`src/logic/interconnect_pkg.sv`:
```
package interconnect_pkg;

    // Bus geometry
    localparam int WB_ADDR_W   = 24;
    localparam int WB_DATA_W   = 16;
    localparam int WB_SEL_BITS = 2;

    // RAM windows
    localparam logic [WB_ADDR_W-1:0] NE_INTMEM_BEGIN = 24'h7ffe00;
    localparam logic [WB_ADDR_W-1:0] E_PROG_START    = 24'h800000;
    localparam logic [WB_ADDR_W-1:0] E_MEM_START     = 24'h100000;
    localparam logic [WB_ADDR_W-1:0] INTMEM_SIZE     = 24'h100;

    // Word index width inside one RAM window
    localparam int IRAM_AW = $clog2(INTMEM_SIZE);

    // Register addresses
    localparam logic [WB_ADDR_W-1:0] CLK_DIV_ADDR  = 24'h001001;
    localparam logic [WB_ADDR_W-1:0] GPIO_OUT_ADDR = 24'h001010;
    localparam logic [WB_ADDR_W-1:0] GPIO_DIR_ADDR = 24'h001011;
    localparam logic [WB_ADDR_W-1:0] GPIO_IN_ADDR  = 24'h001012;

    localparam int GPIO_N    = 8;
    localparam int CLK_DIV_W = 4;

    typedef enum logic [1:0] {
        TGT_IRAM,
        TGT_GPIO,
        TGT_CLKDIV,
        TGT_NONE
    } wb_target_e;

endpackage

```
`src/logic/wb_bus_if.sv`:
```
interface wb_bus_if;
    import interconnect_pkg::*;

    logic                   cyc;
    logic                   stb;
    logic                   we;
    logic [WB_ADDR_W-1:0]   adr;
    logic [WB_SEL_BITS-1:0] sel;
    logic [WB_DATA_W-1:0]   dat_w;
    logic [WB_DATA_W-1:0]   dat_r;
    logic                   ack;
    logic                   err;

    modport master (
        output cyc, stb, we, adr, sel, dat_w,
        input  dat_r, ack, err
    );

    modport slave (
        input  cyc, stb, we, adr, sel, dat_w,
        output dat_r, ack, err
    );

endinterface

```
`src/logic/wb_target_select.sv`:
```
module wb_target_select (
    input  logic     i_core_clock,
    input  logic     i_core_reset,
    input  logic     i_embed_mode,
    wb_bus_if.slave  i_bus,
    wb_bus_if.master o_iram,
    wb_bus_if.master o_gpio,
    output logic     o_clkdiv_we,
    output logic [interconnect_pkg::CLK_DIV_W-1:0] o_clkdiv_data
);
    import interconnect_pkg::*;

    logic [1:0] embed_ff;
    logic       embed_mode;
    logic       req;
    wb_target_e tgt;

    function automatic logic in_window(input logic [WB_ADDR_W-1:0] adr,
                                       input logic [WB_ADDR_W-1:0] base);
        in_window = (adr >= base) && (adr < base + INTMEM_SIZE);
    endfunction

    // Two-flop synchronizer for the embed pin
    always_ff @(posedge i_core_clock) begin
        if (i_core_reset) begin
            embed_ff <= 2'b00;
        end else begin
            embed_ff <= {embed_ff[0], i_embed_mode};
        end
    end

    assign embed_mode = embed_ff[1];
    assign req        = i_bus.cyc & i_bus.stb;

    always_comb begin
        if (embed_mode && (in_window(i_bus.adr, E_PROG_START) ||
                           in_window(i_bus.adr, E_MEM_START))) begin
            tgt = TGT_IRAM;
        end else if (!embed_mode && in_window(i_bus.adr, NE_INTMEM_BEGIN)) begin
            tgt = TGT_IRAM;
        end else if (i_bus.adr == CLK_DIV_ADDR) begin
            tgt = TGT_CLKDIV;
        end else if (i_bus.adr >= GPIO_OUT_ADDR && i_bus.adr <= GPIO_IN_ADDR) begin
            tgt = TGT_GPIO;
        end else begin
            // Old off-chip bridge space lands here too
            tgt = TGT_NONE;
        end
    end

    // Request fan-out with stb only toward the selected target
    assign o_iram.cyc   = i_bus.cyc;
    assign o_iram.stb   = i_bus.stb & (tgt == TGT_IRAM);
    assign o_iram.we    = i_bus.we;
    assign o_iram.adr   = i_bus.adr;
    assign o_iram.sel   = i_bus.sel;
    assign o_iram.dat_w = i_bus.dat_w;

    assign o_gpio.cyc   = i_bus.cyc;
    assign o_gpio.stb   = i_bus.stb & (tgt == TGT_GPIO);
    assign o_gpio.we    = i_bus.we;
    assign o_gpio.adr   = i_bus.adr;
    assign o_gpio.sel   = i_bus.sel;
    assign o_gpio.dat_w = i_bus.dat_w;

    assign o_clkdiv_we   = req & i_bus.we & (tgt == TGT_CLKDIV);
    assign o_clkdiv_data = i_bus.dat_w[CLK_DIV_W-1:0];

    always_comb begin
        case (tgt)
            TGT_IRAM: begin
                i_bus.ack   = o_iram.ack;
                i_bus.err   = o_iram.err;
                i_bus.dat_r = o_iram.dat_r;
            end
            TGT_GPIO: begin
                i_bus.ack   = o_gpio.ack;
                i_bus.err   = o_gpio.err;
                i_bus.dat_r = o_gpio.dat_r;
            end
            TGT_CLKDIV: begin
                // Same-cycle ack with a zero readback
                i_bus.ack   = req;
                i_bus.err   = 1'b0;
                i_bus.dat_r = '0;
            end
            default: begin
                i_bus.ack   = 1'b0;
                i_bus.err   = req;
                i_bus.dat_r = '0;
            end
        endcase
    end

endmodule

```
`src/flat_wrapper.sv`:
```
// flat-port wrapper written by rule: the top's interface ports become plain ports
module wb_target_select_flat import interconnect_pkg::*;
  (i_core_clock, i_core_reset, i_embed_mode, o_clkdiv_we, o_clkdiv_data, i_bus_cyc, i_bus_stb, i_bus_we, i_bus_adr, i_bus_sel, i_bus_dat_w, i_bus_dat_r, i_bus_ack, i_bus_err, o_iram_cyc, o_iram_stb, o_iram_we, o_iram_adr, o_iram_sel, o_iram_dat_w, o_iram_dat_r, o_iram_ack, o_iram_err, o_gpio_cyc, o_gpio_stb, o_gpio_we, o_gpio_adr, o_gpio_sel, o_gpio_dat_w, o_gpio_dat_r, o_gpio_ack, o_gpio_err);
  wb_bus_if i_bus_i ();
  wb_bus_if o_iram_i ();
  wb_bus_if o_gpio_i ();
  input  logic i_core_clock;
  input  logic i_core_reset;
  input  logic i_embed_mode;
  output logic o_clkdiv_we;
  output logic [interconnect_pkg::CLK_DIV_W-1:0] o_clkdiv_data;
  input wire logic [$bits(i_bus_i.cyc)-1:0] i_bus_cyc;
  input wire logic [$bits(i_bus_i.stb)-1:0] i_bus_stb;
  input wire logic [$bits(i_bus_i.we)-1:0] i_bus_we;
  input wire logic [$bits(i_bus_i.adr)-1:0] i_bus_adr;
  input wire logic [$bits(i_bus_i.sel)-1:0] i_bus_sel;
  input wire logic [$bits(i_bus_i.dat_w)-1:0] i_bus_dat_w;
  output wire logic [$bits(i_bus_i.dat_r)-1:0] i_bus_dat_r;
  output wire logic [$bits(i_bus_i.ack)-1:0] i_bus_ack;
  output wire logic [$bits(i_bus_i.err)-1:0] i_bus_err;
  output wire logic [$bits(o_iram_i.cyc)-1:0] o_iram_cyc;
  output wire logic [$bits(o_iram_i.stb)-1:0] o_iram_stb;
  output wire logic [$bits(o_iram_i.we)-1:0] o_iram_we;
  output wire logic [$bits(o_iram_i.adr)-1:0] o_iram_adr;
  output wire logic [$bits(o_iram_i.sel)-1:0] o_iram_sel;
  output wire logic [$bits(o_iram_i.dat_w)-1:0] o_iram_dat_w;
  input wire logic [$bits(o_iram_i.dat_r)-1:0] o_iram_dat_r;
  input wire logic [$bits(o_iram_i.ack)-1:0] o_iram_ack;
  input wire logic [$bits(o_iram_i.err)-1:0] o_iram_err;
  output wire logic [$bits(o_gpio_i.cyc)-1:0] o_gpio_cyc;
  output wire logic [$bits(o_gpio_i.stb)-1:0] o_gpio_stb;
  output wire logic [$bits(o_gpio_i.we)-1:0] o_gpio_we;
  output wire logic [$bits(o_gpio_i.adr)-1:0] o_gpio_adr;
  output wire logic [$bits(o_gpio_i.sel)-1:0] o_gpio_sel;
  output wire logic [$bits(o_gpio_i.dat_w)-1:0] o_gpio_dat_w;
  input wire logic [$bits(o_gpio_i.dat_r)-1:0] o_gpio_dat_r;
  input wire logic [$bits(o_gpio_i.ack)-1:0] o_gpio_ack;
  input wire logic [$bits(o_gpio_i.err)-1:0] o_gpio_err;
  assign i_bus_i.cyc = i_bus_cyc;
  assign i_bus_i.stb = i_bus_stb;
  assign i_bus_i.we = i_bus_we;
  assign i_bus_i.adr = i_bus_adr;
  assign i_bus_i.sel = i_bus_sel;
  assign i_bus_i.dat_w = i_bus_dat_w;
  assign i_bus_dat_r = i_bus_i.dat_r;
  assign i_bus_ack = i_bus_i.ack;
  assign i_bus_err = i_bus_i.err;
  assign o_iram_cyc = o_iram_i.cyc;
  assign o_iram_stb = o_iram_i.stb;
  assign o_iram_we = o_iram_i.we;
  assign o_iram_adr = o_iram_i.adr;
  assign o_iram_sel = o_iram_i.sel;
  assign o_iram_dat_w = o_iram_i.dat_w;
  assign o_iram_i.dat_r = o_iram_dat_r;
  assign o_iram_i.ack = o_iram_ack;
  assign o_iram_i.err = o_iram_err;
  assign o_gpio_cyc = o_gpio_i.cyc;
  assign o_gpio_stb = o_gpio_i.stb;
  assign o_gpio_we = o_gpio_i.we;
  assign o_gpio_adr = o_gpio_i.adr;
  assign o_gpio_sel = o_gpio_i.sel;
  assign o_gpio_dat_w = o_gpio_i.dat_w;
  assign o_gpio_i.dat_r = o_gpio_dat_r;
  assign o_gpio_i.ack = o_gpio_ack;
  assign o_gpio_i.err = o_gpio_err;
  wb_target_select u_core (.i_core_clock(i_core_clock), .i_core_reset(i_core_reset), .i_embed_mode(i_embed_mode), .i_bus(i_bus_i), .o_iram(o_iram_i), .o_gpio(o_gpio_i), .o_clkdiv_we(o_clkdiv_we), .o_clkdiv_data(o_clkdiv_data));
endmodule
```
`config.mk`:
```
export PLATFORM = sky130hd
export DESIGN_NAME = wb_target_select_flat
export DESIGN_NICKNAME = d
export VERILOG_FILES = /design/src/logic/interconnect_pkg.sv /design/src/logic/wb_bus_if.sv /design/src/logic/wb_target_select.sv /design/src/flat_wrapper.sv
export SDC_FILE = /design/constraint.sdc
export NUM_CORES = 1
export LEC_CHECK = 0
export CAP_MARGIN = 20
export CORE_AREA = 4 4 75 77
export CTS_BUF_LIST = sky130_fd_sc_hd__clkbuf_16
export CTS_CLUSTER_DIAMETER = 120
export CTS_CLUSTER_SIZE = 14
export DETAILED_ROUTE_END_ITERATION = 10
export DIE_AREA = 0 0 79 81
export DONT_BUFFER_PORTS = 1
export MAX_ROUTING_LAYER = met4
export PLACE_DENSITY = 0.43
export SYNTH_ARGS = -nofsm -noshare
export SYNTH_HDL_FRONTEND = slang
export SYNTH_SLANG_ARGS = --single-unit
```
`constraint.sdc`:
```
create_clock -name i_core_clock -period 5.9 [get_ports i_core_clock]
set_clock_uncertainty 0.1 [all_clocks]
set_input_delay 1.18 -clock i_core_clock [delete_from_list [all_inputs] [get_ports i_core_clock]]
set_output_delay 1.18 -clock i_core_clock [all_outputs]
set_load 0.01 [all_outputs]
```
* Word-level counts from Yosys, hierarchy flattened
Cells that the tools add are included.
** Word-level totals
- Register bits after elaboration :: 2
- Bits in latches :: 0
- Memory bits (writable) :: 0
- ROM bits :: 0
- Memories :: 0
** Operators by class
- Add/subtract/negate cells :: 0
- Multipliers :: 0
- Div/mod/pow operators :: 0
- Order comparisons :: 8
- Equal/unequal tests :: 3
- Shifts and indexed selects :: 0
- Multiplexer cells :: 7
- Bitwise logic cells :: 5
- Reduce and logical (&&, ||, !) cells :: 9
** Operators by type and width (count)
- $pmux 16 s2 :: 1
- $eq 24x13->1 const B :: 1
- $ge 24x13->1 const B :: 1
- $ge 24x21->1 const B :: 1
- $ge 24x23->1 const B :: 1
- $ge 24x24->1 const B :: 1
- $le 24x13->1 const B :: 1
- $lt 24x21->1 const B :: 1
- $lt 24x23->1 const B :: 1
- $lt 24x24->1 const B :: 1
- $mux 2 :: 4
- $logic_and 1x1->1 :: 6
- $pmux 1 s3 :: 2
- $and 1x1->1 :: 5
- $eq 2x1->1 const B :: 1
- $eq 2x2->1 const B :: 1
- $logic_not 2->1 :: 1
- $logic_not 1->1 :: 1
- $logic_or 1x1->1 :: 1

* Logic depth before layout (Yosys ltp)
- Depth after elaboration :: 8
- Gate-level depth with buffers :: 6
- Depth with buffers taken out :: 5

* Least setup slack after synthesis
No wires, ideal clock.
- Path kind :: in2out
- From :: in i_bus_adr[10]
- To :: out o_gpio_stb
- Arrival time :: 2.346 ns
- Setup slack :: 2.274 ns
- Stages on the path :: 6
- Buffers on the path :: 1
- Cell sequence :: nor4_1 -> nand4_1 -> or2_4 -> nor2_8 -> buf_6 -> and2_1
** Between the ends
- Longest elaborated chain between the ends :: 8
** RTL lines
- from (decl) :: line flat_wrapper.sv:15 : input wire logic [$bits(i_bus_i.adr)-1:0] i_bus_adr;
- $ge 24x13->1 or $le 24x13->1 (tied branches) :: line wb_target_select.sv:43 : end else if (i_bus.adr >= GPIO_OUT_ADDR && i_bus.adr <= GPIO_IN_ADDR) begin
- $logic_and 1x1->1 :: line wb_target_select.sv:43
- $mux 2 :: line wb_target_select.sv:43
- $mux 2 :: line wb_target_select.sv:41 : end else if (i_bus.adr == CLK_DIV_ADDR) begin
- $mux 2 :: line wb_target_select.sv:39 : end else if (!embed_mode && in_window(i_bus.adr, NE_INTMEM_BEGIN)) begin
- $mux 2 * :: line wb_target_select.sv:36 : if (embed_mode && (in_window(i_bus.adr, E_PROG_START) ||
- $eq 2x1->1 * :: line wb_target_select.sv:60 : assign o_gpio.stb = i_bus.stb & (tgt == TGT_GPIO);
- $and 1x1->1 * :: line wb_target_select.sv:60
- to (decl) :: line flat_wrapper.sv:31 : output wire logic [$bits(o_gpio_i.stb)-1:0] o_gpio_stb;
Every way passes the cells marked *; elsewhere a longest branch is shown, timed or not.

* Worst setup path in the final report
- From :: in i_bus_adr[21]
- To :: out i_bus_err
** Between the ends
- Longest elaborated chain between the ends :: 8
** RTL lines
- $ge 24x13->1 or $le 24x13->1 (tied branches) :: line wb_target_select.sv:43
- $logic_and 1x1->1 :: line wb_target_select.sv:43
- $mux 2 :: line wb_target_select.sv:43
- $mux 2 :: line wb_target_select.sv:41
- $mux 2 :: line wb_target_select.sv:39
- $mux 2 * :: line wb_target_select.sv:36
- $eq 2x2->1, or another cell as far along :: line wb_target_select.sv:70 : case (tgt)
- $pmux 1 s3 * :: line wb_target_select.sv:70
- to (decl) :: line flat_wrapper.sv:20 : output wire logic [$bits(i_bus_i.err)-1:0] i_bus_err;
Marks and branches as above.

==> impl_metrics.toml <==
[status]
status = "finished, final reports clean"

[final_layout]
reg_top3 = "u_core.embed_ff x2"
top_register = "u_core.embed_ff"
antenna_cells = 0
layout_commonest_cell = "a22o_1"
largest_reg_flops = 2
final_cell_mix = "a22o_1 (16), nor4_1 (4)"
area_delta_synth_final_pct = -48.28
layout-drive-gt1-share_pct = 12.73
nets = 141
fill_cells = 602

[timing]
final_max_slew_viol_count = 0
finalCriticalPeriod_ns = 4.189
period_share_pct = 71.00
max_freq_ghz = 0.2387
setup_tns_ns = 0
maxSlewHeadroom_pct = 43.40
worst_slew_pin_slew_ns = 0.8490
hold_viol = 0
rsz0062_at_grt = "no"
hold_slack_ns = 0.3432
setup_viol = 0

[clocking]
cts_root_buf = "clkbuf_16"
clock-sinks = 2
cts_resized = 0
clk_pin_slew_ns = 0.03
clk-insertion-delay-late_ns = 0.22
ctsHoldBuffers = 0
htreeDepth = 1
cts_tree = "built"
post-cts-setup-buffers = 0
clockBufferDepth = 2
cts_buffers = 3

[setup_path]
worstPathRequired_ns = 4.62
r2r-start = "u_core.embed_ff[0]"
arrival_ns = 2.91
ff2ff_setup_slack_ns = 5.29
cp_max_fo = 20
rr_worst_depth = 1
critPathLaunchType = "input pin"
path_class = "input pin to output pin"
end_kind = "output pin"
r2r_end = "u_core.embed_ff[1]"

[floorplanning]
initial_core_util_pct = 22.55
fp.dieH_microns = 81
rows = 26
core_area_sq_um = 5010
die_w_microns = 79
ios = 197
die_area_sq_um = 6399

[detailed_routing]
initialDrtViolationCount = 9
routed_wl_mm = 3.166
drc = 0
post_drt_wl_per_cell_microns = 25.33
vias = 600
post_drt_via_cell_ratio = 4.800
detail_route.first_pass.iterations = 4
final_antenna_net_count = 0

[worst_hold_path]
hold_end = "u_core.embed_ff[1]"
hold_path.startpoint = "u_core.embed_ff[0]"
min_path_cells = 1
hp-class = "flip-flop to flip-flop"

[global_route]
grt_pass1_vias = 706
grt_max_degree = 21
grt_pass1_wl_mm = 4.146
antenna_found_initial = 0
grt_usage_pct = 9.000
overflow = 0

[logic_synthesis]
synth_seq_cells = 2
netlist_top_cells_area = "buf_4 (62%), a22o_1 (12%), dfxtp_1 (3.5%)"
yosysTopAreaCellShare_pct = 61.79
syn_avg_cell_area_sq_um = 7.686
syn_inst = 147
syn_area_sq_um = 1130
synth_seq_area_share_pct = 3.544
synth_nets = 231
yosysTopAreaCell = "buf_4"
synth.yosys.warnings = 0
ys_types = 23

[pwr]
p_leak_nw = 0.1893
ir_worst_vdd_mv = 0.1630
p_per_area_nw_per_um2 = 209.8

[flow_run]
max_cap_viol_count = 0

[placement]
gp_congestion = 0.5739
io_buffer_count = 0
-- how the worst max path moves through the flow --
| stage | to | slack [ns] | cells after the start | start |
|---|---|---|---|---|
| after floorplan | o_gpio_stb | 2.27 | 6 | i_bus_adr[10] |
| after global placement | i_bus_err | 1.65 | 5 | i_bus_adr[21] |
| after detailed placement | i_bus_err | 1.61 | 5 | i_bus_adr[21] |
| after CTS | i_bus_err | 1.61 | 5 | i_bus_adr[21] |
| after global routing | i_bus_err | 1.41 | 5 | i_bus_adr[10] |
| final | i_bus_err | 1.71 | 5 | i_bus_adr[21] |
-- layer usage --
layer,part of all wire [%],GRT usage (%)
met5,0,-
met4,1.4,3.608
met3,16,2.661
met2,52,17.34
met1,30,8.306
-- cells in the mapped netlist --
cell type	number
buf_4	93
a22o_1	16
nor4_1	4
and2_1	3
and4_1	3
nand2_1	3
nor2b_1	3
a221o_1	2
dfxtp_1	2
nand2b_1	2
nand4_1	2
nor2_1	2
nor3_1	2
a211oi_1	1
buf_2	1
buf_6	1
nand3_1	1
nand3b_1	1
nor2_8	1
o22ai_1	1
or2_4	1
or3b_2	1
xor2_1	1
-- report_power, final --
part,total [mW],leakage (nW),internal (mW),switching (mW)
clock network,0.102,0.0370,0.0862,0.0154
logic,0.00649,0.136,0.00341,0.00308
registers,0.0145,0.0166,0.0143,0.000220
-- area by class of cell --
cell class                      count  area (sq um)  area share (%)
Multi-Input combinational cell     50         381.6           65.31
Tap cell                           70         87.58           14.99
Clock buffer                        3         75.07           12.85
Sequential cell                     2         40.04           6.852
-- cell families after synthesis --
logic type | after synthesis | synth area share, %
DFF | 2 | 3.544
xor gates and xnor gates | 1 | 0.7753
buffers and inverters | 95 | 63.23
and+or+nand+nor | 29 | 17.05
AOI/OAI and AO/OA | 20 | 15.39
-- metrics by stage --
step	cells	utilization (%)	total power [mW]	area, sq um	setup WS [ns]
floorplan	147	-	0.08439	1130	2.274
global route	125	11.66	0.1266	584.3	1.406
detailed placement	122	10.16	0.02137	509.2	1.611
finish	125	11.66	0.1226	584.3	1.711
global placement	122	10.16	0.02124	509.2	1.650
CTS	125	11.66	0.1250	584.3	1.610
-- worst max-delay path: stages --
cell and delay (ns):
nor4_1 0.28, nand4_1 0.23, o22ai_2 0.76, nor3_1 0.09, a221o_1 0.36
No activity file was read; power rests on OpenSTA's default activity.
