## src/logic/interconnect_pkg.sv

```systemverilog
package interconnect_pkg;

    // Bus geometry
    localparam int WB_ADDR_W   = 24;
    localparam int WB_DATA_W   = 16;
    localparam int WB_SEL_BITS = 2;

    // RAM windows
    localparam logic [WB_ADDR_W-1:0] NE_INTMEM_BEGIN = 24'h7ffe00;
    localparam logic [WB_ADDR_W-1:0] E_PROG_START    = 24'h800000;
    localparam logic [WB_ADDR_W-1:0] E_MEM_START     = 24'h100000;
    localparam logic [WB_ADDR_W-1:0] INTMEM_SIZE     = 24'h100;

    // Word index width inside one RAM window
    localparam int IRAM_AW = $clog2(INTMEM_SIZE);

    // Register addresses
    localparam logic [WB_ADDR_W-1:0] CLK_DIV_ADDR  = 24'h001001;
    localparam logic [WB_ADDR_W-1:0] GPIO_OUT_ADDR = 24'h001010;
    localparam logic [WB_ADDR_W-1:0] GPIO_DIR_ADDR = 24'h001011;
    localparam logic [WB_ADDR_W-1:0] GPIO_IN_ADDR  = 24'h001012;

    localparam int GPIO_N    = 8;
    localparam int CLK_DIV_W = 4;

    typedef enum logic [1:0] {
        TGT_IRAM,
        TGT_GPIO,
        TGT_CLKDIV,
        TGT_NONE
    } wb_target_e;

endpackage

```

## src/logic/wb_bus_if.sv

```systemverilog
interface wb_bus_if;
    import interconnect_pkg::*;

    logic                   cyc;
    logic                   stb;
    logic                   we;
    logic [WB_ADDR_W-1:0]   adr;
    logic [WB_SEL_BITS-1:0] sel;
    logic [WB_DATA_W-1:0]   dat_w;
    logic [WB_DATA_W-1:0]   dat_r;
    logic                   ack;
    logic                   err;

    modport master (
        output cyc, stb, we, adr, sel, dat_w,
        input  dat_r, ack, err
    );

    modport slave (
        input  cyc, stb, we, adr, sel, dat_w,
        output dat_r, ack, err
    );

endinterface

```

## src/logic/wb_arbiter.sv

```systemverilog
module wb_arbiter (
    input  logic     i_core_clock,
    input  logic     i_core_reset,
    wb_bus_if.slave  i_m0,
    wb_bus_if.slave  i_m1,
    wb_bus_if.master o_bus
);
    import interconnect_pkg::*;

    logic gnt_valid;
    logic gnt_sel;
    logic req_cyc;

    // cyc of whichever master holds the grant
    assign req_cyc = gnt_sel ? i_m1.cyc : i_m0.cyc;

    always_ff @(posedge i_core_clock) begin
        if (i_core_reset) begin
            gnt_valid <= 1'b0;
            gnt_sel   <= 1'b0;
        end else if (!gnt_valid) begin
            // Master 0 wins a tie
            if (i_m0.cyc) begin
                gnt_valid <= 1'b1;
                gnt_sel   <= 1'b0;
            end else if (i_m1.cyc) begin
                gnt_valid <= 1'b1;
                gnt_sel   <= 1'b1;
            end
        end else if (!req_cyc) begin
            gnt_valid <= 1'b0;
        end
    end

    // Request path
    assign o_bus.cyc   = gnt_valid & req_cyc;
    assign o_bus.stb   = gnt_valid & (gnt_sel ? i_m1.stb : i_m0.stb);
    assign o_bus.we    = gnt_sel ? i_m1.we : i_m0.we;
    assign o_bus.adr   = gnt_sel ? i_m1.adr : i_m0.adr;
    assign o_bus.sel   = gnt_sel ? i_m1.sel : i_m0.sel;
    assign o_bus.dat_w = gnt_sel ? i_m1.dat_w : i_m0.dat_w;

    // Response goes to the granted master only
    assign i_m0.ack   = gnt_valid & ~gnt_sel & o_bus.ack;
    assign i_m0.err   = gnt_valid & ~gnt_sel & o_bus.err;
    assign i_m0.dat_r = (gnt_valid & ~gnt_sel) ? o_bus.dat_r : '0;

    assign i_m1.ack   = gnt_valid & gnt_sel & o_bus.ack;
    assign i_m1.err   = gnt_valid & gnt_sel & o_bus.err;
    assign i_m1.dat_r = (gnt_valid & gnt_sel) ? o_bus.dat_r : '0;

endmodule

```

## src/flat_wrapper.sv

```systemverilog
// flat-port wrapper written by rule: the top's interface ports become plain ports
module wb_arbiter_flat import interconnect_pkg::*;
  (i_core_clock, i_core_reset, i_m0_cyc, i_m0_stb, i_m0_we, i_m0_adr, i_m0_sel, i_m0_dat_w, i_m0_dat_r, i_m0_ack, i_m0_err, i_m1_cyc, i_m1_stb, i_m1_we, i_m1_adr, i_m1_sel, i_m1_dat_w, i_m1_dat_r, i_m1_ack, i_m1_err, o_bus_cyc, o_bus_stb, o_bus_we, o_bus_adr, o_bus_sel, o_bus_dat_w, o_bus_dat_r, o_bus_ack, o_bus_err);
  wb_bus_if i_m0_i ();
  wb_bus_if i_m1_i ();
  wb_bus_if o_bus_i ();
  input  logic i_core_clock;
  input  logic i_core_reset;
  input wire logic [$bits(i_m0_i.cyc)-1:0] i_m0_cyc;
  input wire logic [$bits(i_m0_i.stb)-1:0] i_m0_stb;
  input wire logic [$bits(i_m0_i.we)-1:0] i_m0_we;
  input wire logic [$bits(i_m0_i.adr)-1:0] i_m0_adr;
  input wire logic [$bits(i_m0_i.sel)-1:0] i_m0_sel;
  input wire logic [$bits(i_m0_i.dat_w)-1:0] i_m0_dat_w;
  output wire logic [$bits(i_m0_i.dat_r)-1:0] i_m0_dat_r;
  output wire logic [$bits(i_m0_i.ack)-1:0] i_m0_ack;
  output wire logic [$bits(i_m0_i.err)-1:0] i_m0_err;
  input wire logic [$bits(i_m1_i.cyc)-1:0] i_m1_cyc;
  input wire logic [$bits(i_m1_i.stb)-1:0] i_m1_stb;
  input wire logic [$bits(i_m1_i.we)-1:0] i_m1_we;
  input wire logic [$bits(i_m1_i.adr)-1:0] i_m1_adr;
  input wire logic [$bits(i_m1_i.sel)-1:0] i_m1_sel;
  input wire logic [$bits(i_m1_i.dat_w)-1:0] i_m1_dat_w;
  output wire logic [$bits(i_m1_i.dat_r)-1:0] i_m1_dat_r;
  output wire logic [$bits(i_m1_i.ack)-1:0] i_m1_ack;
  output wire logic [$bits(i_m1_i.err)-1:0] i_m1_err;
  output wire logic [$bits(o_bus_i.cyc)-1:0] o_bus_cyc;
  output wire logic [$bits(o_bus_i.stb)-1:0] o_bus_stb;
  output wire logic [$bits(o_bus_i.we)-1:0] o_bus_we;
  output wire logic [$bits(o_bus_i.adr)-1:0] o_bus_adr;
  output wire logic [$bits(o_bus_i.sel)-1:0] o_bus_sel;
  output wire logic [$bits(o_bus_i.dat_w)-1:0] o_bus_dat_w;
  input wire logic [$bits(o_bus_i.dat_r)-1:0] o_bus_dat_r;
  input wire logic [$bits(o_bus_i.ack)-1:0] o_bus_ack;
  input wire logic [$bits(o_bus_i.err)-1:0] o_bus_err;
  assign i_m0_i.cyc = i_m0_cyc;
  assign i_m0_i.stb = i_m0_stb;
  assign i_m0_i.we = i_m0_we;
  assign i_m0_i.adr = i_m0_adr;
  assign i_m0_i.sel = i_m0_sel;
  assign i_m0_i.dat_w = i_m0_dat_w;
  assign i_m0_dat_r = i_m0_i.dat_r;
  assign i_m0_ack = i_m0_i.ack;
  assign i_m0_err = i_m0_i.err;
  assign i_m1_i.cyc = i_m1_cyc;
  assign i_m1_i.stb = i_m1_stb;
  assign i_m1_i.we = i_m1_we;
  assign i_m1_i.adr = i_m1_adr;
  assign i_m1_i.sel = i_m1_sel;
  assign i_m1_i.dat_w = i_m1_dat_w;
  assign i_m1_dat_r = i_m1_i.dat_r;
  assign i_m1_ack = i_m1_i.ack;
  assign i_m1_err = i_m1_i.err;
  assign o_bus_cyc = o_bus_i.cyc;
  assign o_bus_stb = o_bus_i.stb;
  assign o_bus_we = o_bus_i.we;
  assign o_bus_adr = o_bus_i.adr;
  assign o_bus_sel = o_bus_i.sel;
  assign o_bus_dat_w = o_bus_i.dat_w;
  assign o_bus_i.dat_r = o_bus_dat_r;
  assign o_bus_i.ack = o_bus_ack;
  assign o_bus_i.err = o_bus_err;
  wb_arbiter u_core (.i_core_clock(i_core_clock), .i_core_reset(i_core_reset), .i_m0(i_m0_i), .i_m1(i_m1_i), .o_bus(o_bus_i));
endmodule
```

## config.mk

```make
export PLATFORM = sky130hd
export DESIGN_NAME = wb_arbiter_flat
export DESIGN_NICKNAME = d
export VERILOG_FILES = /design/src/logic/interconnect_pkg.sv /design/src/logic/wb_bus_if.sv /design/src/logic/wb_arbiter.sv /design/src/flat_wrapper.sv
export SDC_FILE = /design/constraint.sdc
export NUM_CORES = 1
export LEC_CHECK = 0
export BUFFER_PORTS_ARGS = -buffer_cell sky130_fd_sc_hd__buf_4
export CELL_PAD_IN_SITES_DETAIL_PLACEMENT = 0
export CELL_PAD_IN_SITES_GLOBAL_PLACEMENT = 1
export CORE_UTILIZATION = 14
export CTS_CLUSTER_DIAMETER = 120
export DETAILED_ROUTE_END_ITERATION = 10
export GPL_ROUTABILITY_DRIVEN = 0
export HOLD_SLACK_MARGIN = 0.02
export MAX_ROUTING_LAYER = met4
export PLACE_DENSITY_LB_ADDON = 0.12
export SYNTH_ARGS = -nofsm -noshare
export SYNTH_HDL_FRONTEND = slang
export SYNTH_SLANG_ARGS = --single-unit
```

## constraint.sdc

```tcl
create_clock -name i_core_clock -period 1.6 [get_ports i_core_clock]
set_input_delay 0.08 -clock i_core_clock [delete_from_list [all_inputs] [get_ports i_core_clock]]
set_output_delay 0.08 -clock i_core_clock [all_outputs]
set_load 0.05 [all_outputs]
```

Word level (Yosys, flattened, before mapping)
Index checks and enable logic that the tools add are counted.
{"block": "totals", "ff_bits": 2, "inputBits": 110, "output_inout_bits": 81, "wordCells": 28}
{"block": "op_classes", "n_mux": 14, "bitwise": 10, "reduce_logical": 2}
{"cell": "$mux W16", "count": 3}
{"cell": "$mux W24", "count": 1}
{"cell": "$mux W1", "count": 9}
{"cell": "$and A1 B1 Y1", "count": 8}
{"cell": "$mux W2", "count": 1}
{"cell": "$not A1 Y1", "count": 2}
{"cell": "$reduce_and A2 Y1", "count": 1}
{"cell": "$reduce_bool A2 Y1", "count": 1}

Longest topological paths before layout
Gate-level depths: netlist of the first run.
{"block": "logic_depth", "word_depth": 3, "mapped_depth": 4, "ltp_nobuf": 2}

Worst setup path after synthesis of the first run
Ideal clock, no wire load.
{"block": "synth_path", "path_kind": "register to output", "startpoint": "reg u_core.gnt_sel", "endpoint": "out o_bus_stb", "t_arrival_ns": 1.366, "required_time_ns": 1.520, "slack_ns": 0.154, "path_stages_with_launch": 5, "n_path_buf": 2, "cell_sequence": "dfxtp_1 > buf_4 > buf_4 > mux2i_1 > nor2_1"}
{"block": "synth_via", "elab_chain_len": 2}
{"item": "start, declared", "line": "wb_arbiter.sv:11", "rtl": "logic gnt_sel;"}
{"item": "start signal, assigned", "line": "wb_arbiter.sv:20", "rtl": "gnt_sel <= 1'b0;"}
{"item": "start signal, assigned", "line": "wb_arbiter.sv:25", "rtl": "gnt_sel <= 1'b0;"}
{"item": "start signal, assigned", "line": "wb_arbiter.sv:28", "rtl": "gnt_sel <= 1'b1;"}
{"item": "$mux W1", "line": "wb_arbiter.sv:37", "rtl": "assign o_bus.stb = gnt_valid & (gnt_sel ? i_m1.stb : i_m0.stb);"}
{"item": "$and A1 B1 Y1", "line": "wb_arbiter.sv:37"}
{"item": "end, declared", "line": "flat_wrapper.sv:28", "rtl": "output wire logic [$bits(o_bus_i.stb)-1:0] o_bus_stb;"}
Every way passes these cells.

Final worst setup path of the first run
{"block": "layout_path", "startpoint": "reg u_core.gnt_sel", "endpoint": "out o_bus_adr[21]"}
{"block": "layout_via", "elab_chain_len": 1}
{"item": "$mux W24", "line": "wb_arbiter.sv:39", "rtl": "assign o_bus.adr = gnt_sel ? i_m1.adr : i_m0.adr;"}
{"item": "end, declared", "line": "flat_wrapper.sv:30", "rtl": "output wire logic [$bits(o_bus_i.adr)-1:0] o_bus_adr;"}
Every way passes these cells.

==> results of run 1 <==
[cell families after synthesis]
logic type,Yosys count
AOI/OAI and AO/OA,2
muxes,45
buffers and inverters,12
DFF,2
and+or+nand+nor,41
[worst reg2reg max path: cells and delay by family, from the launching register on]
kind                   cells  cell delay, ns
buffers and inverters      1            0.25
DFF                        1            0.34
muxes                      1            0.26
AOI/OAI and AO/OA          1            0.09
[worst max path at each step]
| stage | startpoint | endpoint | slack, ns | cells past startpoint |
|---|---|---|---|---|
| final | u_core.gnt_sel$_SDFFE_PP0P_ | o_bus_adr[21] | 0.14 | 3 |
| after global routing | u_core.gnt_valid$_SDFF_PP0_ | i_m0_dat_r[15] | 0.05 | 4 |
| after CTS | u_core.gnt_sel$_SDFFE_PP0P_ | o_bus_adr[21] | 0.12 | 3 |
| after detailed placement | u_core.gnt_sel$_SDFFE_PP0P_ | o_bus_adr[19] | 0.35 | 3 |
| after global placement | u_core.gnt_sel$_SDFFE_PP0P_ | o_bus_dat_w[4] | 0.35 | 3 |
| after floorplan | u_core.gnt_sel$_SDFFE_PP0P_ | o_bus_stb | 0.15 | 4 |
[layer usage]
layer	wire length [um]	vias to the layer above	share of wire [%]
li1	-	737	-
met1	1610	648	33
met2	2690	96	55
met3	564	2	12
met4	33	0	0.67
met5	0	-	0
[cells in the mapped netlist]
cell / n / area (sq um)
nand2b_1: 1 / 6.26
and2b_1: 1 / 7.51
a211oi_1: 1 / 7.51
nor2_1: 3 / 11.3
buf_4: 2 / 15.0
a221oi_2: 1 / 15.0
and2_1: 18 / 113
and3_1: 18 / 113
mux2_2: 43 / 484
dfxtp_1: 2 / 40.0
inv_1: 2 / 7.51
buf_6: 4 / 45.0
mux2i_1: 2 / 20.0
clkbuf_1: 4 / 15.0
[through the flow]
stage	hold WS [ns]	cell area [sq um]	worst slack [ns]	util, %
floorplan	0.146	900	0.154	-
global placement	0.249	2390	0.353	39.4
detailed placement	0.245	2390	0.348	39.4
CTS	0.0286	2430	0.123	40.1
global route	0.0305	2430	0.0539	40.1
finish	0.0350	2430	0.135	40.1
[state kept, by name, summed over array words and instances (netlist names)]
signal            flops
u_core.gnt_sel        1
u_core.gnt_valid      1
[where the power goes]
part | switching [mW] | internal [mW] | leakage [nW] | total, mW
logic | 0.655 | 0.458 | 1.30 | 1.11
registers | 0.00589 | 0.0546 | 0.0170 | 0.0605
clock network | 0.0374 | 0.159 | 0.0216 | 0.196
[final cells by class]
type / instances / area, sq um
Clock buffer: 3 / 41.3
Fill cell: 635 / 3630
Inverter: 2 / 7.51
Multi-Input combinational cell: 88 / 777
Sequential cell: 2 / 41.3
Tap cell: 75 / 93.8
Timing Repair Buffer: 194 / 1470
==> flow_summary_export.csv, run 1 <==
group,metric,value,unit
synth,synth_top_family_by_area,"multiplexers",
floorplanning,die_x,82.2,um
critical_path,critical-path-top-delay-family,"buffers and inverters",
layout,mostFrequentLayoutCell,"buf_4",
sta,slew_headroom,83.3,%
global_route,grt_busiest_layer,"met2",
critical_path,path_max_fanout,46,
synth,ys_ff_latch,2,
detailed_routing,drt-initial-drc-count,13,
clock_tree,path_clk_slew,0.03,ns
clock_tree,cts_sinks,2,
synth,syn_avg_cell_area,8.82,sq um
clock_tree,cts_setup_buffers,0,
synth,synth_fa_ha_area_share,0,%
clock_tree,clk_latency,0.21,ns
sta,fin_setup_tns,0,ns
critical_path,rr_endpoint,"u_core.gnt_valid$_SDFF_PP0_",
detailed_routing,avgViaCountPerCell,4.07,
critical_path,worst_setup_path_end_kind,"output pin",
critical_path,rr_worst_depth,3,
floorplanning,start_util,14.8,%
synth,syn_area,900,sq um
clock_tree,root_buffer,"clkbuf_8",
sta,timing.fmax,683,MHz
clock_tree,htreeDepth,1,
global_route,use_met3,2.42,%
global_route,grt_overflow,0,
critical_path,rrSetupSlack,0.53,ns
critical_path,critPathKind,"reg2out",
place,place_inst,361,
detailed_routing,num_vias,1483,
sta,setup_viol,0,
floorplanning,dieArea,6750,sq um
critical_path,timing.rr.start,"u_core.gnt_sel$_SDFFE_PP0P_",
layout,instances_no_fill,364,
sta,clock_skew,0.00258,ns
sta,rsz0062_at_grt,"no",
sta,slew_violations,0,
floorplanning,coreArea,6060,sq um
detailed_routing,route.detailed.wl_per_inst,13.5,um
hold_path,hold_class,"in2reg",
clock_tree,clock_path_buffers,2,
synth,netlist_instances,102,
power,power,1.37,mW
hold_path,min_from,"i_core_reset",
layout,area_growth,170,%
clock_tree,cts_tree,"done",
synth,synth-xor-area-share,0,%
hold_path,whs_path_depth,2,
sta,period_share,91.5,%
critical_path,cp.arrival,1.38,ns
layout,antenna_cells,0,
critical_path,crit_path_top_delay_cell,"mux2_2",
global_route,grt_max_degree,47,
sta,tightest_slew,0.251,ns
detailed_routing,drc_errors,0,
power,power.density,564,nW/um^2
synth,synth_compound_area_share,2.50,%
power,p_leak,1.34,nW
detailed_routing,routed_wl,4900,um
synth,ys_warn_count,0,
critical_path,timing.critical_path.buf_inv,2,
global_route,grt_pass1_wl,6250,um
place,dp.final_hpwl,4070,um
detailed_routing,drtPass1Iterations,3,
layout,nets,401,
clock_tree,cts_hold_buf,0,
layout,final_cell_mix,"buf_4, mux2_2, and2_1, and3_1",
critical_path,worstPathRequired,1.52,ns
global_route,antenna_found_initial,0,
critical_path,worstPathCellList,"buf_12 -> mux2_2 -> buf_4",
synth,muxShareOfSynthArea,56.1,%
clock_tree,cts_buffers,3,
global_route,grt_use_met2,25.3,%
synth,synth_cell_type_count,14,
synth,synthSimpleGateAreaFrac,27.8,%
global_route,grt_usage,12.6,%
floorplanning,ios,191,
global_route,use_met1,12.0,%
outcome,outcome,"finished, final reports clean",
global_route,grt_pass1_vias,1289,
sta,finalCriticalPeriod,1.46,ns
synth,yosysSeqAreaShare,4.45,%
layout,layout-drive-gt1-share,83.7,%
synth,syn_nets,212,
flow_run,drv_cap,0,
power,ir_worst_vdd,234,uV
clock_tree,ctsResizeCount,0,
floorplanning,row_count,28,
critical_path,critical-path-max-stage-delay,0.37,ns
place,portBuffers,190,
hold_path,hold_end,"u_core.gnt_sel$_SDFFE_PP0P_",
floorplanning,die_y,82.2,um
sta,final_hold_viol_count,0,
detailed_routing,ant_nets,0,
critical_path,startpoint_type,"flip-flop",
(Power assumes the default switching activity.)
==> run 2, diff against run 1 <==
--- a/config.mk
+++ b/config.mk
@@ -5,10 +5,11 @@
 export SDC_FILE = /design/constraint.sdc
 export NUM_CORES = 1
 export LEC_CHECK = 0
+export ABC_AREA = 1
 export BUFFER_PORTS_ARGS = -buffer_cell sky130_fd_sc_hd__buf_4
 export CELL_PAD_IN_SITES_DETAIL_PLACEMENT = 0
 export CELL_PAD_IN_SITES_GLOBAL_PLACEMENT = 1
-export CORE_UTILIZATION = 14
+export CORE_UTILIZATION = 12
 export CTS_CLUSTER_DIAMETER = 120
 export DETAILED_ROUTE_END_ITERATION = 10
 export GPL_ROUTABILITY_DRIVEN = 0
==> run 2 against run 1 <==
  * Count of clock-buffer cells in the layout stayed put
  * Final cell count is 37% higher
  * Core utilization is 5.8 points lower
  * Design area is 1.7% higher
  * Global-route usage is 1.1 points lower
  * First-iteration DRC count grew to 3.8 times the previous value
  * Combinational power is 21% higher
  * Sequential cell count stayed put
  * Largest power group unchanged
  * Total power is 17% higher
==> flow_summary_export.csv, run 2 <==
group,metric,value,unit
outcome,outcome,"finished, final reports clean",
global_route,grt_overflow,0,
floorplanning,die_x,88.3,um
flow_run,drv_cap,0,
layout,antenna_cells,0,
synth,syn_area,895,sq um
critical_path,crit_path_top_delay_cell,"dfxtp_2",
detailed_routing,avgViaCountPerCell,3.79,
hold_path,hold_class,"in2reg",
sta,slew_violations,0,
synth,synth_cell_type_count,14,
sta,slew_headroom,77.9,%
synth,synth_edf_count,0,
critical_path,critical-path-top-delay-family,"buffers and inverters",
layout,fin_util,34.3,%
sta,finalCriticalPeriod,1.43,ns
power,power.density,648,nW/um^2
detailed_routing,drtPass1Iterations,4,
critical_path,critical-path-max-stage-delay,0.32,ns
synth,syn_avg_cell_area,4.20,sq um
floorplanning,die_y,88.3,um
layout,final_cell_mix,"buf_4, nand2_1, nor2_1",
layout,fin_area,2470,sq um
synth,syn_nets,323,
critical_path,startpoint_type,"flip-flop",
clock_tree,cts_buffers,3,
detailed_routing,drc_errors,0,
synth,yosysMostFrequentCell,"nand2_1",
synth,yosysSeqAreaShare,4.48,%
floorplanning,start_util,12.4,%
clock_tree,cts_sinks,2,
clock_tree,htreeDepth,1,
synth,netlist_instances,213,
synth,synthTopCellsByCount,"nand2_1, nor2_1, inv_1",
power,ir_worst_vdd,260,uV
sta,period_share,89.6,%
clock_tree,cts_hold_buf,0,
detailed_routing,num_vias,1886,
critical_path,worstPathRequired,1.52,ns
layout,mostFrequentLayoutCell,"buf_4",
clock_tree,path_clk_slew,0.03,ns
detailed_routing,drt-initial-drc-count,49,
sta,tightest_slew,0.331,ns
place,post-place-ws,0.302,ns
global_route,grt_pass1_vias,1627,
place,placed_area,2420,sq um
clock_tree,clock_path_buffers,2,
synth,ys_ff_latch,2,
synth,async_flop_share,0,%
detailed_routing,ant_nets,0,
floorplanning,ios,191,
sta,rsz0062_at_grt,"no",
sta,timing.fmax,697,MHz
layout,layout-drive-gt1-share,50.5,%
floorplanning,row_count,31,
global_route,antenna_found_initial,0,
power,p_leak,1.60,nW
critical_path,worstPathCellList,"inv_2 -> nand2_4 -> nor2_1 -> buf_4",
clock_tree,cts_tree,"done",
sta,final_hold_viol_count,0,
synth,ys_warn_count,0,
clock_tree,clk_latency,0.21,ns
floorplanning,coreArea,7210,sq um
place,dp.final_hpwl,4110,um
sta,clock_skew,0.000882,ns
place,portBuffers,190,
layout,nets,510,
sta,worst_slack,0.166,ns
synth,yosysTopAreaCellShare,55.4,%
critical_path,cp.arrival,1.35,ns
critical_path,worst_setup_path_end_kind,"output pin",
sta,setup_viol,0,
sta,fin_setup_tns,0,ns
global_route,grt_usage,11.5,%
global_route,grt_max_degree,48,
synth,yosys_most_used_dff,"dfxtp_1",
critical_path,path_max_fanout,18,
layout,reg_top3,"u_core.gnt_sel x1, u_core.gnt_valid x1",
global_route,grt_pass1_wl,6880,um
detailed_routing,routed_wl,4980,um
synth,yosysTopAreaCell,"nand2_1",
critical_path,critPathKind,"reg2out",
floorplanning,dieArea,7800,sq um
critical_path,timing.critical_path.buf_inv,2,
layout,area_growth,176,%
detailed_routing,route.detailed.wl_per_inst,10.0,um
power,power,1.60,mW
clock_tree,root_buffer,"clkbuf_8",
synth,synth_area_leaders,"nand2_1, nor2_1, inv_1",
-- run 2: worst register-to-register path: cells and delay by family, from the launching register on --
family	cells	cell delay [ns]
buffers and inverters	1	0.26
flip-flops	1	0.32
AND/OR/NAND/NOR	4	0.36
-- run 2: repair_timing --
| item | CTS | global route |
|---|---|---|
| buffers inserted | 0 | 0 |
| resized for setup | 0 | 1 |
| endpoints found under the hold margin | 0 | 0 |
| setup endpoints to repair | 0 | 4 |
-- run 2: area by class of cell --
class	count	area (sq um)
repair buffers	194	1490
multi-input cells	179	696
inverters	20	75.1
well taps	99	124
flip-flops and latches	2	41.3
fillers	833	4740
clock buffers	3	41.3
-- run 2: stage by stage --
step / hold slack [ns] / instances
after floorplan: 0.152 / 213
after CTS: 0.0277 / 497
after global routing: 0.0394 / 497
final: 0.0331 / 497
after detailed placement: 0.251 / 494
after global placement: 0.256 / 494
-- run 2: final timing paths --
kind / slack [ns] / from / endpoint / depth (start not counted)
max: 0.17 / u_core.gnt_sel$_SDFFE_PP0P_ / i_m0_dat_r[9] / 4
min: 0.03 / i_core_reset / u_core.gnt_valid$_SDFF_PP0_ / 2
min reg2reg: 0.70 / u_core.gnt_valid$_SDFF_PP0_ / u_core.gnt_sel$_SDFFE_PP0P_ / 2
max reg2reg: 0.60 / u_core.gnt_sel$_SDFFE_PP0P_ / u_core.gnt_valid$_SDFF_PP0_ / 5
-- run 2: report_power, final --
part,internal (mW),switching [mW]
sequential,0.0557,0.00894
combinational,0.469,0.866
clock,0.159,0.0433
total,0.684,0.919
-- run 2: logic make-up (layout without fill, tap and decap cells) --
kind of cell    after synthesis  in the layout  share of synthesized area, %
simple gates                176            176                          75.2
flops                         2              2                          4.48
compound gates                3              3                          1.96
buf+inv                      32            217                          18.3
-- run 2: layer usage --
layer,global-route usage [%],up-vias,share of wire (%)
met2,23.0,114,51
met1,10.7,781,36
met5,-,-,0
met3,2.61,6,12
li1,-,985,-
met4,3.52,0,1.1
